**src/source/ibi_pkg.sv**
```systemverilog
// IBI transmit path package with queue sizing, descriptor layout and shared types
package ibi_pkg;

  // Queue word and bus byte widths
  localparam int unsigned IbiWordWidth = 32;
  localparam int unsigned IbiByteWidth = 8;

  // TTI IBI queue sizing
  localparam int unsigned IbiQueueDepth = 16;
  localparam int unsigned IbiPtrWidth = $clog2(IbiQueueDepth);
  // One extra bit so a full queue can be counted
  localparam int unsigned IbiDepthWidth = IbiPtrWidth + 1;

  // Descriptor plus 15 payload words fill the queue exactly
  localparam int unsigned IbiMaxLen = 60;

  // Descriptor field positions and the one-byte field width
  localparam int unsigned IbiMdbLsb = 24;
  localparam int unsigned IbiLenLsb = 0;
  localparam int unsigned IbiFieldWidth = 8;

  // Byte lanes within one queue word
  localparam int unsigned IbiBytesPerWord = IbiWordWidth / IbiByteWidth;
  localparam int unsigned IbiLaneWidth = $clog2(IbiBytesPerWord);

  // Eight data bits and the T bit on the bus
  localparam int unsigned IbiBitsPerByte = IbiByteWidth + 1;
  localparam int unsigned IbiBitCntWidth = $clog2(IbiBitsPerByte);

  // One queue word
  typedef logic [IbiWordWidth-1:0] ibi_word_t;

  // One byte on the stream
  typedef logic [IbiByteWidth-1:0] ibi_byte_t;

  // Queue occupancy
  typedef logic [IbiDepthWidth-1:0] ibi_depth_t;

endpackage

```
**src/source/ibi_byte_if.sv**
```systemverilog
// IBI byte stream with valid/ready and last flag between descriptor unit and bus serializer
interface ibi_byte_if;
  import ibi_pkg::*;

  // Byte offered by the source
  logic      valid;
  // Sink can take a byte
  logic      ready;
  // MDB or payload byte
  ibi_byte_t data;
  // Final byte of the IBI
  logic      last;

  // Descriptor unit side
  modport source(
    output valid,
    output data,
    output last,
    input  ready
  );

  // Serializer side
  modport sink(
    input  valid,
    input  data,
    input  last,
    output ready
  );

endinterface

```
**src/source/descriptor_ibi.sv**
```systemverilog
// IBI descriptor unit that waits for the whole payload then streams MDB and payload bytes
module descriptor_ibi (
  input  logic                clk_i,
  input  logic                rst_ni,

  // TTI IBI queue read side
  input  logic                queue_rvalid_i,
  input  ibi_pkg::ibi_word_t  queue_rdata_i,
  input  ibi_pkg::ibi_depth_t queue_depth_i,
  output logic                queue_rready_o,

  // Byte stream towards the bus FSM
  ibi_byte_if.source          byte_o
);
  import ibi_pkg::*;

  typedef enum logic [2:0] {
    Idle,
    DescLatch,
    DescPop,
    WriteMdb,
    WriteData
  } state_e;

  state_e state_q;
  state_e state_d;

  // Length field of the head word
  logic [IbiFieldWidth-1:0] desc_len;

  // Latched descriptor
  ibi_byte_t                mdb_q;
  // Length minus one with all ones for no payload
  logic [IbiFieldWidth-1:0] len_q;
  // Payload words rounded up
  logic [IbiFieldWidth-1:0] words_q;

  // Accepted payload bytes
  logic [IbiFieldWidth-1:0] cnt_q;
  logic [IbiLaneWidth-1:0]  lane;

  logic byte_fire;
  logic data_last;
  logic data_pop;
  logic no_payload;

  assign desc_len   = queue_rdata_i[IbiLenLsb +: IbiFieldWidth];
  assign byte_fire  = byte_o.valid && byte_o.ready;
  assign no_payload = &len_q;

  // Byte lane picked by the low counter bits
  assign lane      = cnt_q[IbiLaneWidth-1:0];
  assign data_last = (cnt_q == len_q);
  // Word leaves with its fourth byte or the last byte of the IBI
  assign data_pop  = (&lane) || data_last;

  // Next state
  always_comb begin
    state_d = state_q;
    unique case (state_q)
      Idle: begin
        if (queue_rvalid_i) begin
          state_d = DescLatch;
        end
      end
      DescLatch: begin
        // Payload words plus the descriptor itself must be stored
        if (IbiFieldWidth'(queue_depth_i) >= words_q + 1'b1) begin
          state_d = DescPop;
        end
      end
      DescPop: state_d = WriteMdb;
      WriteMdb: begin
        if (byte_fire) begin
          state_d = no_payload ? Idle : WriteData;
        end
      end
      WriteData: begin
        if (byte_fire && data_last) begin
          state_d = Idle;
        end
      end
      default: state_d = Idle;
    endcase
  end

  always_ff @(posedge clk_i or negedge rst_ni) begin
    if (!rst_ni) begin
      state_q <= Idle;
    end else begin
      state_q <= state_d;
    end
  end

  // Descriptor capture when the head word shows up
  always_ff @(posedge clk_i) begin
    if (state_q == Idle && queue_rvalid_i) begin
      mdb_q   <= queue_rdata_i[IbiMdbLsb +: IbiFieldWidth];
      len_q   <= desc_len - 1'b1;
      words_q <= (desc_len >> IbiLaneWidth) + IbiFieldWidth'(|desc_len[IbiLaneWidth-1:0]);
    end
  end

  // Payload byte counter that advances on accepted bytes only
  always_ff @(posedge clk_i or negedge rst_ni) begin
    if (!rst_ni) begin
      cnt_q <= '0;
    end else if (state_q == Idle) begin
      cnt_q <= '0;
    end else if (state_q == WriteData && byte_fire) begin
      cnt_q <= cnt_q + 1'b1;
    end
  end

  // Descriptor pop then payload words as they drain
  assign queue_rready_o = (state_q == DescPop && queue_rvalid_i) ||
                          (state_q == WriteData && byte_fire && data_pop);

  // MDB first then payload lanes of the head word
  always_comb begin
    byte_o.valid = 1'b0;
    byte_o.data  = mdb_q;
    byte_o.last  = 1'b0;
    if (state_q == WriteMdb) begin
      byte_o.valid = 1'b1;
      byte_o.last  = no_payload;
    end else if (state_q == WriteData) begin
      byte_o.valid = queue_rvalid_i;
      byte_o.data  = queue_rdata_i[IbiByteWidth*lane +: IbiByteWidth];
      byte_o.last  = data_last;
    end
  end

endmodule

```
**src/source/ibi_bit_serializer.sv**
```systemverilog
// Bus bit serializer that sends each byte MSB first with an odd-parity T bit
module ibi_bit_serializer (
  input  logic    clk_i,
  input  logic    rst_ni,

  // Byte stream from the descriptor unit
  ibi_byte_if.sink byte_i,

  // Bus bit stream
  output logic    bit_valid_o,
  output logic    bit_o,
  output logic    frame_end_o
);
  import ibi_pkg::*;

  // Data bits then T bit shifted out from the top
  logic [IbiBitsPerByte-1:0] shift_q;
  logic [IbiBitCntWidth-1:0] bit_cnt_q;
  logic                      busy_q;
  // Byte in flight closes the IBI
  logic                      last_q;

  logic byte_fire;
  logic final_bit;
  logic t_bit;

  // Only takes a byte while idle
  assign byte_i.ready = !busy_q;
  assign byte_fire    = byte_i.valid && byte_i.ready;

  // T bit makes the nine bits odd parity
  assign t_bit = ~(^byte_i.data);

  assign final_bit = (bit_cnt_q == IbiBitCntWidth'(IbiBitsPerByte - 1));

  // Busy flag and bit counter
  always_ff @(posedge clk_i or negedge rst_ni) begin
    if (!rst_ni) begin
      busy_q    <= 1'b0;
      bit_cnt_q <= '0;
      last_q    <= 1'b0;
    end else if (byte_fire) begin
      busy_q    <= 1'b1;
      bit_cnt_q <= '0;
      last_q    <= byte_i.last;
    end else if (busy_q) begin
      bit_cnt_q <= bit_cnt_q + 1'b1;
      // Ready again on the cycle after the T bit
      if (final_bit) begin
        busy_q <= 1'b0;
      end
    end
  end

  // Shift register
  always_ff @(posedge clk_i) begin
    if (byte_fire) begin
      shift_q <= {byte_i.data, t_bit};
    end else if (busy_q) begin
      shift_q <= shift_q << 1;
    end
  end

  // One bus bit per cycle while busy
  assign bit_valid_o = busy_q;
  assign bit_o       = shift_q[IbiBitsPerByte-1];

  // End of IBI on the T bit of the last byte
  assign frame_end_o = busy_q && last_q && final_bit;

endmodule

```
**src/source/ibi_queue.sv**
```systemverilog
// TTI IBI queue as a show-ahead FIFO with occupancy count and drop-on-full writes
module ibi_queue (
  input  logic               clk_i,
  input  logic               rst_ni,

  // Software write port with a single-cycle strobe
  input  logic               wr_valid_i,
  input  ibi_pkg::ibi_word_t wr_data_i,

  // Read side towards the descriptor unit
  input  logic               rready_i,
  output logic               rvalid_o,
  output ibi_pkg::ibi_word_t rdata_o,
  output ibi_pkg::ibi_depth_t depth_o,
  output logic               full_o
);
  import ibi_pkg::*;

  // Storage array
  ibi_word_t mem_q [IbiQueueDepth];

  // Pointers wrap naturally on the power-of-two depth
  logic [IbiPtrWidth-1:0] wr_ptr_q;
  logic [IbiPtrWidth-1:0] rd_ptr_q;
  ibi_depth_t             count_q;

  logic push;
  logic pop;

  // Full and non-empty flags from the count
  assign full_o   = (count_q == IbiDepthWidth'(IbiQueueDepth));
  assign rvalid_o = (count_q != '0);

  // Writes while full are lost
  assign push = wr_valid_i && !full_o;
  assign pop  = rready_i && rvalid_o;

  // Head word shown ahead of the pop
  assign rdata_o = mem_q[rd_ptr_q];
  assign depth_o = count_q;

  // Storage write
  always_ff @(posedge clk_i) begin
    if (push) begin
      mem_q[wr_ptr_q] <= wr_data_i;
    end
  end

  // Pointers
  always_ff @(posedge clk_i or negedge rst_ni) begin
    if (!rst_ni) begin
      wr_ptr_q <= '0;
      rd_ptr_q <= '0;
    end else begin
      if (push) begin
        wr_ptr_q <= wr_ptr_q + 1'b1;
      end
      if (pop) begin
        rd_ptr_q <= rd_ptr_q + 1'b1;
      end
    end
  end

  // Occupancy count
  // Push and pop together leave it unchanged
  always_ff @(posedge clk_i or negedge rst_ni) begin
    if (!rst_ni) begin
      count_q <= '0;
    end else begin
      unique case ({push, pop})
        2'b10:   count_q <= count_q + 1'b1;
        2'b01:   count_q <= count_q - 1'b1;
        default: count_q <= count_q;
      endcase
    end
  end

endmodule

```
**src/source/ibi_tx.sv**
```systemverilog
// IBI transmit path top chaining the queue, the descriptor unit and the bus bit serializer
module ibi_tx (
  input  logic               clk_i,
  input  logic               rst_ni,

  // Software writes into the TTI IBI queue
  input  logic               wr_valid_i,
  input  ibi_pkg::ibi_word_t wr_data_i,

  // Queue status
  output logic               queue_full_o,

  // Bus bit stream
  output logic               bit_valid_o,
  output logic               bit_o,
  output logic               frame_end_o
);
  import ibi_pkg::*;

  // Queue read side
  logic       queue_rvalid;
  logic       queue_rready;
  ibi_word_t  queue_rdata;
  ibi_depth_t queue_depth;

  // Byte stream
  ibi_byte_if byte_if ();

  ibi_queue u_ibi_queue (
    .clk_i      (clk_i),
    .rst_ni     (rst_ni),
    .wr_valid_i (wr_valid_i),
    .wr_data_i  (wr_data_i),
    .rready_i   (queue_rready),
    .rvalid_o   (queue_rvalid),
    .rdata_o    (queue_rdata),
    .depth_o    (queue_depth),
    .full_o     (queue_full_o)
  );

  descriptor_ibi u_descriptor_ibi (
    .clk_i          (clk_i),
    .rst_ni         (rst_ni),
    .queue_rvalid_i (queue_rvalid),
    .queue_rdata_i  (queue_rdata),
    .queue_depth_i  (queue_depth),
    .queue_rready_o (queue_rready),
    .byte_o         (byte_if.source)
  );

  // Stands in for the target bus FSM
  ibi_bit_serializer u_ibi_bit_serializer (
    .clk_i       (clk_i),
    .rst_ni      (rst_ni),
    .byte_i      (byte_if.sink),
    .bit_valid_o (bit_valid_o),
    .bit_o       (bit_o),
    .frame_end_o (frame_end_o)
  );

endmodule

```
**config.mk**
```make
export PLATFORM = sky130hd
export DESIGN_NAME = ibi_tx
export DESIGN_NICKNAME = d
export VERILOG_FILES = /design/src/source/ibi_pkg.sv /design/src/source/ibi_byte_if.sv /design/src/source/descriptor_ibi.sv /design/src/source/ibi_bit_serializer.sv /design/src/source/ibi_queue.sv /design/src/source/ibi_tx.sv
export SDC_FILE = /design/constraint.sdc
export NUM_CORES = 1
export LEC_CHECK = 0
export ABC_AREA = 1
export CAP_MARGIN = 10
export CORE_MARGIN = 3
export CORE_UTILIZATION = 45
export CTS_CLUSTER_SIZE = 30
export DETAILED_ROUTE_END_ITERATION = 6
export DONT_BUFFER_PORTS = 1
export SYNTH_ARGS = -nofsm -noshare
export SYNTH_HDL_FRONTEND = slang
export SYNTH_SLANG_ARGS = --single-unit
```
**constraint.sdc**
```tcl
create_clock -name clk_i -period 4 [get_ports clk_i]
set_input_delay 0.6 -clock clk_i [delete_from_list [all_inputs] [get_ports clk_i]]
set_output_delay 0.6 -clock clk_i [all_outputs]
set_load 0.02 [all_outputs]
```
After elaboration in Yosys (flattened, before gate mapping)
Memory sizes are Yosys's and may differ from the RTL's. Index checks and enable logic that the tools add are counted.

Reduce and logical (&&, ||, !) cells: 24. Bitwise logic cells: 1. $lt $le $gt $ge: 1. Add/sub/neg operators: 9. Mux-type cells: 24. Shift-type cells: 1. Equality and inequality tests: 13.

Operator list (count): 8-bit two-way mux (4); 32-bit by 6-bit indexed part select with 8-bit output (1); 9-bit two-way mux (2); 8-bit by 1-bit adder with 8-bit output, second input constant (2); 3-bit two-way mux (5); 3-bit one-hot mux with 5 select lines (1); 4-bit by 1-bit adder with 4-bit output, second input constant (3); 1-bit logical AND (10); 5-bit one-hot mux with 2 select lines (1); 1-bit two-way mux (9); 8-bit == test (1); 5-bit by 8-bit greater-or-equal comparator with 1-bit output (1); 4-bit two-way mux (2); 2-bit by 1-bit != test with 1-bit output, second input constant (4); 8-bit AND reduction (1); 8-bit parity (1); 8-bit by 1-bit subtractor with 8-bit output, second input constant (1); 6-bit by 1-bit adder with 7-bit output (1); 3-bit by 2-bit == test with 1-bit output, second input constant (2); 2-bit nonzero test (3); 5-bit by 1-bit adder with 5-bit output, second input constant (1); 5-bit == test, second input constant (1); 5-bit nonzero test (1); 5-bit by 1-bit subtractor with 5-bit output, second input constant (1); other kinds (12) (14).

Bits of input ports: 35. Memories kept: 1. Register bits: 63. Memory bits (writable): 512. Output and inout port bits: 4.

Memory list: u_ibi_queue.mem_q (depth 16, width 32, read ports 1, clocked after memory_dff 0, wr ports 1, RTL line ibi_queue.sv:20) `ibi_word_t mem_q [IbiQueueDepth];`.

Longest topological paths before layout
Gate-level depths: netlist of the first run.

Depth in word-level cells: 10. Depth in mapped cells: 21. Depth with buffers taken out: 18.

Modules after synthesis
Synthesis of the first run repeated with hierarchy kept, for this count alone.

Cell total of the unflattened synthesis: 2510. Area, all modules: 25370.6 um^2.

Modules (own cells, without submodules): ibi_queue (cells an instance 2112, area each 22171.3 um^2, times used 1); descriptor_ibi (cells an instance 293, area each 2326.0 um^2, times used 1); ibi_bit_serializer (cells an instance 105, area each 873.3 um^2, times used 1).

Worst setup path before layout of the first run
Ideal clock, no wire load.

Kind: input-to-reg. Start: input port wr_valid_i. End: memory u_ibi_queue.mem_q[11][0] (netlist bit), enable pin. Setup time: 421 ps. Stages: 4. Path slack: 1250 ps. Data arrival time: 2329 ps. Data required time: 3579 ps. Path buffers: 0. Cells stage by stage: nand2_1 -> inv_1 -> nand2_1 -> nor2_1.

Word-level cells in the longest chain between the ends: 3.

RTL lines: from (decl) (RTL line ibi_tx.sv:7) `input logic wr_valid_i,`; 1-bit logical AND (RTL line ibi_queue.sv:35) `assign push = wr_valid_i && !full_o;`; 1-bit two-way mux (RTL line ibi_queue.sv:44) `if (push) begin`; 1-bit two-way mux (implied by the code) (RTL line ibi_queue.sv:45) `mem_q[wr_ptr_q] <= wr_data_i;`; to (decl) (RTL line ibi_queue.sv:20).

No other way between the ends.

Final worst setup path of the first run
Start: register u_ibi_queue.rd_ptr_q[1]. End: register u_ibi_bit_serializer.shift_q[0] (data pin).

Word-level cells in the longest chain between the ends: 7.

RTL lines: from (decl) (RTL line ibi_queue.sv:24) `logic [IbiPtrWidth-1:0] rd_ptr_q;`; from (signal assigned) (RTL line ibi_queue.sv:59) `rd_ptr_q <= rd_ptr_q + 1'b1;`; memory 16 x 32 bit; 32-bit by 6-bit indexed part select with 8-bit output (RTL line descriptor_ibi.sv:129) `byte_o.data = queue_rdata_i[IbiByteWidth*lane +: IbiByteWidth];`; 8-bit two-way mux (RTL line descriptor_ibi.sv:127) `end else if (state_q == WriteData) begin`; 8-bit two-way mux (RTL line descriptor_ibi.sv:124) `if (state_q == WriteMdb) begin`; 8-bit parity (RTL line ibi_bit_serializer.sv:32) `assign t_bit = ~(^byte_i.data);`; 1-bit inverter (RTL line ibi_bit_serializer.sv:32); 9-bit two-way mux (RTL line ibi_bit_serializer.sv:57) `if (byte_fire) begin`; to (signal assigned) (RTL line ibi_bit_serializer.sv:58) `shift_q <= {byte_i.data, t_bit};`; to (signal assigned) (RTL line ibi_bit_serializer.sv:60) `shift_q <= shift_q << 1;`; to (decl) (RTL line ibi_bit_serializer.sv:17) `logic [IbiBitsPerByte-1:0] shift_q;`.

No other way between the ends. A chain may end at the register's enable or synchronous reset.

==> impl_results.md, run 1 <==
* Ys async rst share at between 5 and 6%
* Synth Instances at ~2300
* Final Slew Violations at 0
* Gate power share at approximately 35%
* Num CTS Buffers at 59
* Pwr dens at about 750 nW/um2
* Setup TNS Final at 0 ns
* CP Class: flop to flop
* Hold Fails Final Rpt at 0
* Max_slew headroom at 27.2%
* Final core utilization at approximately half
* Final ANT Viol Nets at 0
* Die ar. at roughly 58000 um2
* Initial Util at between 40% and 50%
* Yosys warnings at 0
* Crit. End Element: flop
* Switch Pwr at 7.75 mW
* RSZ-0062 raised after global routing: no
* # DRC at 0
* Unique masters post-synth at 41
* Status: finished, final reports clean
* 1st-pass router iterations at 5
* Die height at ~240 um
* Max_cap viols at 0
* Design area at around 27000 um2
* Filler cell count at approximately 4600
* Synth area leaders: edfxtp_1 66%, nand2_1 10%, nor2_1 4.6%
* Worst VDD drop at approximately 0.00076 V
* Register area share after synthesis at between 60 and 70%
* Internal power at between 10 and 15 mW
* Vias at about 16000
* Synth Flop Type: edfxtp_1
* # setup viols final at 0
* Count of input and output buffers at 0
* Post-Route WL at between 60 and 70 mm
* Non-Filler Instances at around 3000
* Clock period minus worst slack at 3.26 ns
* All-Layer GR Usage at 22.2%
* Antenna diodes at 0
* Sw Share at between 30% and 40%
* Sequential share of power at 38.4%
* CP arrival at approximately 3.6 ns
* Startpoint types: flop
* Fmax at between 0.3 and 0.4 GHz
* Commonest non-fill, non-tap cell in the layout: nand2_1
* Clk sinks at about 570
* Clk buf depth at 3
* CP max FO at 40
* Clock latency on the worst-skew pair at between 0.6 and 0.7 ns
* Pre-CTS setup slack at slightly below 0.8 ns
* CTS tree: built
* Worst-margin pin slew at ~1.1 ns
* Htree depth at 2
* Routed vias/inst at 5.38
* Mapped Area at ~25000 um2
* Final worst setup slack at approximately 0.74 ns
* Beginning of the worst hold path: wr_data_i[12]
* DR iter-0 viols at about 1600
* Gpl congestion at about 0.88
* Core Region at roughly 54000 um2
* Ratio of cells with drive above 1 in the final layout at under 10%
* Post-Syn Nets at approximately 2300
* Hold Crit Class: input pin to flop
* Mean Syn Cell Area at 10.9 um2
* Leakage at between 10 and 15 nW
* I/O Pins at 39
* Most frequent cells in the layout: 653 x nand2_1, 544 x edfxtp_1, 285 x nor2_1
* Gr ovfl total at 0
* Die X at between 200 and 250 um
* Post-synth EDFFs at approximately 540
* CP Launch Point: u_ibi_queue.rd_ptr_q[1]
* Pin count of the biggest net entering global routing at 160
* Area delta synth->final at 11.4%
* Worst-path clk slew at roughly 0.06 ns
* Yosys reg bits at roughly 570
* Initial antenna violation count at 0
* Worst Skew at between 0.02 and 0.025 ns
* Layout Nets at 2311
* Vias in the first global route at ~15000
* Fin crit share at between 80% and 90%
* Cell taking the most area after synthesis: edfxtp_1
* Wire length per cell at ~21 um
* Row count at 85
* Worst endpoint required time at 4.34 ns
* Root buffer cell: clkbuf_16
* Placed instance count at 2887
* Top-area cell type share of the netlist area at roughly two thirds
* R2R setup slack at 0.74 ns
* FF-to-FF Start: u_ibi_queue.rd_ptr_q[1]
* Clock Power Share at 27.2%
* First-pass GRT wire length at around 96 mm
* HPWL after DPL at 34.5 mm
* Placed Area at around 25000 um2
power by group through the flow:
stage | Clock, mW | Combinational, mW | Sequential, mW
2_1_floorplan | 0 | 4.92 | 7.92
3_3_place_gp | 0 | 7.00 | 8.02
3_5_place_dp | 0 | 7.06 | 8.04
4_1_cts | 5.70 | 7.10 | 7.92
5_1_grt | 5.96 | 7.94 | 7.99
6_report | 5.61 | 7.11 | 7.92
flip-flops by register name, indices dropped and copies added, names as in the netlist, 3 cells and up:
register,count
u_ibi_queue.depth_o,5
u_descriptor_ibi.cnt_q,8
u_ibi_bit_serializer.shift_q,9
u_ibi_bit_serializer.bit_cnt_q,4
u_descriptor_ibi.len_q,8
u_descriptor_ibi.state_q,3
u_ibi_queue.mem_q,512
u_ibi_queue.wr_ptr_q,4
u_ibi_queue.rd_ptr_q,4
u_descriptor_ibi.words_q,7
u_descriptor_ibi.mdb_q,8
Yosys cell counts (3+ instances only):
cell type  instances
nand4_1            8
buf_2             47
a21oi_1           50
or2_2              3
buf_6              7
o22ai_1            3
xor2_1            24
o21ai_1            3
nand2_1          653
inv_1            139
a31oi_1            3
buf_1             12
o21ai_0          100
nor2_1           301
edfxtp_1         544
clkbuf_1          22
inv_4              3
ha_1              21
xnor2_1            5
buf_4             17
dfrtp_1           30
o211ai_1          14
nor3_1            10
nand3_1          212
critical path, cell delays in order, from the launching register on:
cell and delay [ns]:
dfrtp_2 0.64, inv_4 0.55, buf_4 0.41, nor2_1 0.09, o21ai_0 0.08, nand3_1 0.09, nand3_1 0.09, nand2_1 0.08
nand2_1 0.12, nand3_1 0.11, o21bai_1 0.28, nand2_1 0.09, nand2_1 0.06, nand2_1 0.06, nand2_1 0.06, nand2_1 0.04
nand2_1 0.06, nor2_1 0.04
cell families (layout without fill, tap and decap cells):
family	after synthesis	after routing	synth area share (%)
fa+ha+maj	22	22	1.15
simple gates	1198	1198	19.7
buf+inv	249	298	4.54
compound gates	184	184	4.07
flops	574	574	69.5
xor+xnor	29	29	1.03
per-stage QoR:
step           hold slack, ns  power (mW)
3_3_place_gp            0.307        15.0
5_1_grt                0.0396        21.9
3_5_place_dp            0.307        15.1
4_1_cts                0.0359        20.7
6_report               0.0706        20.6
2_1_floorplan           0.304        12.8
layout make-up:
type,instances,area (um2),area share [%]
Clock inverter,35,405,1.48
Inverter,144,551,2.01
Clock buffer,77,1560,5.71
Timing Repair Buffer,42,405,1.48
Multi-Input combinational cell,1433,6520,23.8
Tap cell,696,871,3.18
Sequential cell,574,17100,62.4
per-layer routing:
| metal | track usage (%) | wire length, um |
|---|---|---|
| met1 | 31.6 | 28000 |
| met2 | 35.2 | 29400 |
| met3 | 3.64 | 4370 |
| met4 | 7.20 | 1640 |
| met5 | 0 | 0 |
repair_timing:
| item | CTS | global route |
|---|---|---|
| endpoints found under the hold margin | 30 | 0 |
| gates resized for setup | 0 | 0 |
| hold buffers | 2 | 0 |
| setup buffers | 0 | 0 |
worst paths after layout:
check,cells after the start,end
max in group asynchronous,2,u_ibi_queue.rd_ptr_q[1]
worst min-delay path,0,u_ibi_queue.mem_q[3][12]
worst max-delay path,17,u_ibi_bit_serializer.shift_q[0]
worst min register to register,1,u_ibi_bit_serializer.bit_cnt_q[3]
min in group asynchronous,2,u_ibi_queue.wr_ptr_q[3]
worst max register to register,17,u_ibi_bit_serializer.shift_q[0]
(Power assumes the default switching activity.)
==> run 2: changes to the inputs <==
Settings changed: ABC_AREA 1 to 0.
Clock period 4 ns to 2.7 ns, I/O delays scaled along.
==> impl_results.md, run 2 <==
* # DRC at 0 (unchanged)
* Mapped Area at 23200 um2 (was 24600 um2)
* Row count at 82 (was 85)
* Hold Crit Class: input pin to flop (unchanged)
* Synth area leaders: edfxtp_1 70%, mux4_2 10%, dfrtp_1 3.2% (was edfxtp_1 66%, nand2_1 10%, nor2_1 4.6%)
* WL met1 at 24.4 mm (was 28.0 mm)
* Max incr delay on CP at 0.54 ns (was 0.64 ns)
* Yosys warnings at 0 (unchanged)
* Yosys reg bits at 574 (unchanged)
* Clk sinks at 574 (unchanged)
* Most frequent cell after synthesis: edfxtp_1 (was nand2_1)
* First-pass GRT wire length at 85.1 mm (was 95.6 mm)
* Non-Filler Instances at 2169 (was 3001)
* WL met3 at 3.53 mm (was 4.37 mm)
* Count of input and output buffers at 0 (unchanged)
* Final Total Pwr at 31.4 mW (was 20.6 mW)
* Max FFs per register at 512 (unchanged)
* HPWL after DPL at 33.5 mm (was 34.5 mm)
* Max_slew headroom at 58.2% (was 27.2%)
* Gate power share at 38.1% (was 34.5%)
* Clock period minus worst slack at 3.16 ns (was 3.26 ns)
* Worst-path clk slew at 0.06 ns (about the same)
* Crit-path slowest cell: dfrtp_4 (was dfrtp_2)
* Top routing layer in use: met4 (unchanged)
* Vias at 12400 (was 16200)
* Pin count of the biggest net entering global routing at 33 (was 160)
* CP max FO at 7 (was 40)
* Wire length on met2 at 28.7 mm (was 29.4 mm)
* CTS tree: built (unchanged)
* Final worst setup slack at -0.464 ns (was 0.743 ns)
* RSZ-0062 raised after global routing: yes (was no)
* Worst-margin pin slew at 0.625 ns (was 1.09 ns)
* Worst endpoint required time at 3.17 ns (was 4.34 ns)
* Wire length per cell at 26.8 um (was 21.1 um)
* Register area share after synthesis at 73.7% (was 69.5%)
* Post-Syn Nets at 1261 (was 2313)
* Synth Flop Type: edfxtp_1 (unchanged)
* Ratio of cells with drive above 1 in the final layout at 33.7% (was 6.94%)
* Core Region at 50600 um2 (was 53900 um2)
* Htree depth at 2 (unchanged)
* Switch Pwr at 9.82 mW (was 7.75 mW)
* Synth Instances at 1204 (was 2256)
* Post-Route WL at 58.1 mm (was 63.4 mm)
* Crit path buffers/inverters at 4 (was 2)
* Crit. End Element: flop (unchanged)
* Post-synth EDFFs at 544 (unchanged)
* Fin crit share at 117% (was 81.4%)
* Synth top cells by count: 544 x edfxtp_1, 108 x mux4_2, 60 x mux2i_1 (was 653 x nand2_1, 544 x edfxtp_1, 301 x nor2_1)
* Worst Skew at 0.0161 ns (was 0.0212 ns)
* CP top delay family: compound AO/OA/AOI/OAI gates (was simple AND/OR/NAND/NOR gates)
* Clk buf depth at 3 (unchanged)
* Most frequent cells in the layout: 544 x edfxtp_1, 151 x buf_4, 110 x mux4_2 (was 653 x nand2_1, 544 x edfxtp_1, 285 x nor2_1)
* Pwr dens at 1100 nW/um2 (was 753 nW/um2)
* Die X at 233 um (was 240 um)
* # setup viols final at 16 (was 0)
* Area delta synth->final at 23.1% (was 11.4%)
* DR iter-0 viols at 1109 (was 1568)
* Sequential share of power at 37.1% (was 38.4%)
* All-Layer GR Usage at 21.7% (was 22.2%)
* Hold Fails Final Rpt at 0 (unchanged)
* Ys async rst share at 5.23% (unchanged)
* CP arrival at 3.63 ns (was 3.60 ns)
* Fmax at 0.316 GHz (was 0.307 GHz)
* 1st-pass router iterations at 5 (unchanged)
* Gpl congestion at 0.779 (was 0.880)
* Vias in the first global route at 12800 (was 15200)
* Die height at 233 um (was 240 um)
* Worst VDD drop at 0.000617 V (was 0.000762 V)
* Routed vias/inst at 5.73 (was 5.38)
* Cell taking the most area after synthesis: edfxtp_1 (unchanged)
* Startpoint types: flop (unchanged)
* Layout Nets at 1504 (was 2311)
* Sw Share at 31.3% (was 37.5%)
* Top-area cell type share of the netlist area at 70.4% (was 66.4%)
* Final ANT Viol Nets at 0 (unchanged)
* Internal power at 21.5 mW (was 12.9 mW)
* Final Slew Violations at 0 (unchanged)
* Leakage at 9.77 nW (was 10.4 nW)
* Root buffer cell: clkbuf_16 (unchanged)
* Gr ovfl total at 0 (unchanged)
* Failing checks: setup timing
* Hold WS at 0.214 ns (was 0.0706 ns)
* Initial antenna violation count at 1 (was 0)
* Placed instance count at 1999 (was 2887)
* Clock latency on the worst-skew pair at 0.61 ns (was 0.62 ns)
* Unique masters post-synth at 69 (was 41)
* CP Class: flop to flop (unchanged)
* I/O Pins at 39 (unchanged)
* Biggest register: u_ibi_queue.mem_q (unchanged)
* Num CTS Buffers at 58 (was 59)
* Most used cell, CP: buf_12 (was nand2_1)
* Clock Power Share at 24.8% (was 27.2%)
* Mean Syn Cell Area at 19.3 um2 (was 10.9 um2)
* Commonest non-fill, non-tap cell in the layout: edfxtp_1 (was nand2_1)
* Largest registers: u_ibi_queue.mem_q: 512 flops, u_ibi_bit_serializer.shift_q: 9 flops (unchanged)
* Max_cap viols at 0 (unchanged)
* CP cell instances: buf_6, buf_16, buf_12, buf_12, mux4_2, a22oi_2, o21a_1, a41oi_1, a311o_1, xor2_1, xnor2_1, xnor3_1, nor2_1 (was inv_4, buf_4, nor2_1, o21ai_0, nand3_1, nand3_1, nand2_1, nand2_1, nand3_1, o21bai_1, nand2_1, nand2_1, nand2_1, nand2_1, nand2_1, nand2_1, nor2_1)
* Status: complete, but fails checks (was finished, final reports clean)
* Die ar. at 54300 um2 (was 57500 um2)
* Initial Util at 45.9% (was 45.6%)
[run 2: cell types whose count changed in the layout (fill, tap and decap cells not counted), moves of 56 or more]
cell / change
nand2_1: -603
o21ai_0: -70
mux2i_1: +56
buf_4: +117
inv_1: -121
nor2_1: -262
nand3_1: -202
mux4_2: +110
[run 2: worst register-to-register path: cells and delay by family, from the launching register on]
family | cells | cell delay [ns]
compound gates | 4 | 0.74
simple gates | 1 | 0.09
xor+xnor | 3 | 0.61
mux | 1 | 0.46
buf+inv | 4 | 0.57
flops | 1 | 0.54
[run 2: worst paths after layout]
path / from / end / slack (ns) / depth (start not counted)
setup reg to reg: u_ibi_queue.rd_ptr_q[0] / u_ibi_bit_serializer.shift_q[0] / -0.46 / 13
setup / recovery: u_ibi_queue.rd_ptr_q[0] / u_ibi_bit_serializer.shift_q[0] / -0.46 / 13
min in group asynchronous: rst_ni / u_ibi_queue.wr_ptr_q[2] / 0.27 / 2
max in group asynchronous: rst_ni / u_ibi_queue.rd_ptr_q[0] / 2.23 / 2
hold / removal: wr_valid_i / u_ibi_queue.wr_ptr_q[0] / 0.21 / 3
hold reg to reg: u_ibi_bit_serializer.shift_q[5] / u_ibi_bit_serializer.shift_q[6] / 0.53 / 2
[run 2: metrics by stage]
stage	worst slack (ns)	instance area, um2	utilization [%]	setup TNS, ns
after floorplan	-0.225	23400	-	-21.73
after global placement	-0.501	25700	50.9	-6.19
after detailed placement	-0.506	25700	50.9	-6.38
after CTS	-0.442	28300	56.0	-2.15
after global routing	-0.548	28600	56.5	-3.98
final	-0.464	28600	56.5	-2.48
[run 2: what timing repair did]
action | in CTS | in global routing
pin swaps | 17 | 22
gates cloned | 1 | 1
hold buffers | 34 | 0
setup buffers | 16 | 9
endpoints found under the hold margin | 542 | 0
setup endpoints to repair | 23 | 24
gates resized for setup | 59 | 36
[run 2: power by group through the flow]
| stage | Clock [mW] | Sequential (mW) | Combinational [mW] |
|---|---|---|---|
| 6_report | 7.78 | 11.6 | 12.0 |
| 4_1_cts | 7.95 | 11.6 | 11.7 |
| 3_3_place_gp | 0 | 11.8 | 10.6 |
| 5_1_grt | 8.31 | 11.7 | 12.7 |
| 2_1_floorplan | 0 | 11.6 | 6.56 |
| 3_5_place_dp | 0 | 11.8 | 10.7 |
[run 2: metal layers]
layer  vias up  global-route usage (%)
met5         -                       0
met4         0                    6.08
met3        79                    3.85
met2       418                    36.1
met1      6549                    29.7
li1       5393                       -
[run 2: area by class of cell]
class	count	area, um2
flip-flops and latches	574	17100
fillers	3809	22000
clock inverters	35	315
inverters	23	91.3
clock buffers	74	1510
well taps	672	841
repair buffers	240	2500
diodes	1	2.50
multi-input cells	550	6200
[run 2: kinds of logic (layout without fill, tap and decap cells)]
| family | after synthesis | count (layout) | share of synthesized area [%] |
|---|---|---|---|
| simple gates | 168 | 168 | 3.41 |
| flops | 574 | 574 | 73.7 |
| buf+inv | 80 | 372 | 1.95 |
| fa+ha+maj | 22 | 22 | 1.22 |
| compound gates | 139 | 139 | 4.18 |
| xor+xnor | 41 | 41 | 1.67 |
| mux | 180 | 180 | 13.9 |
| other cells | 0 | 1 | 0 |
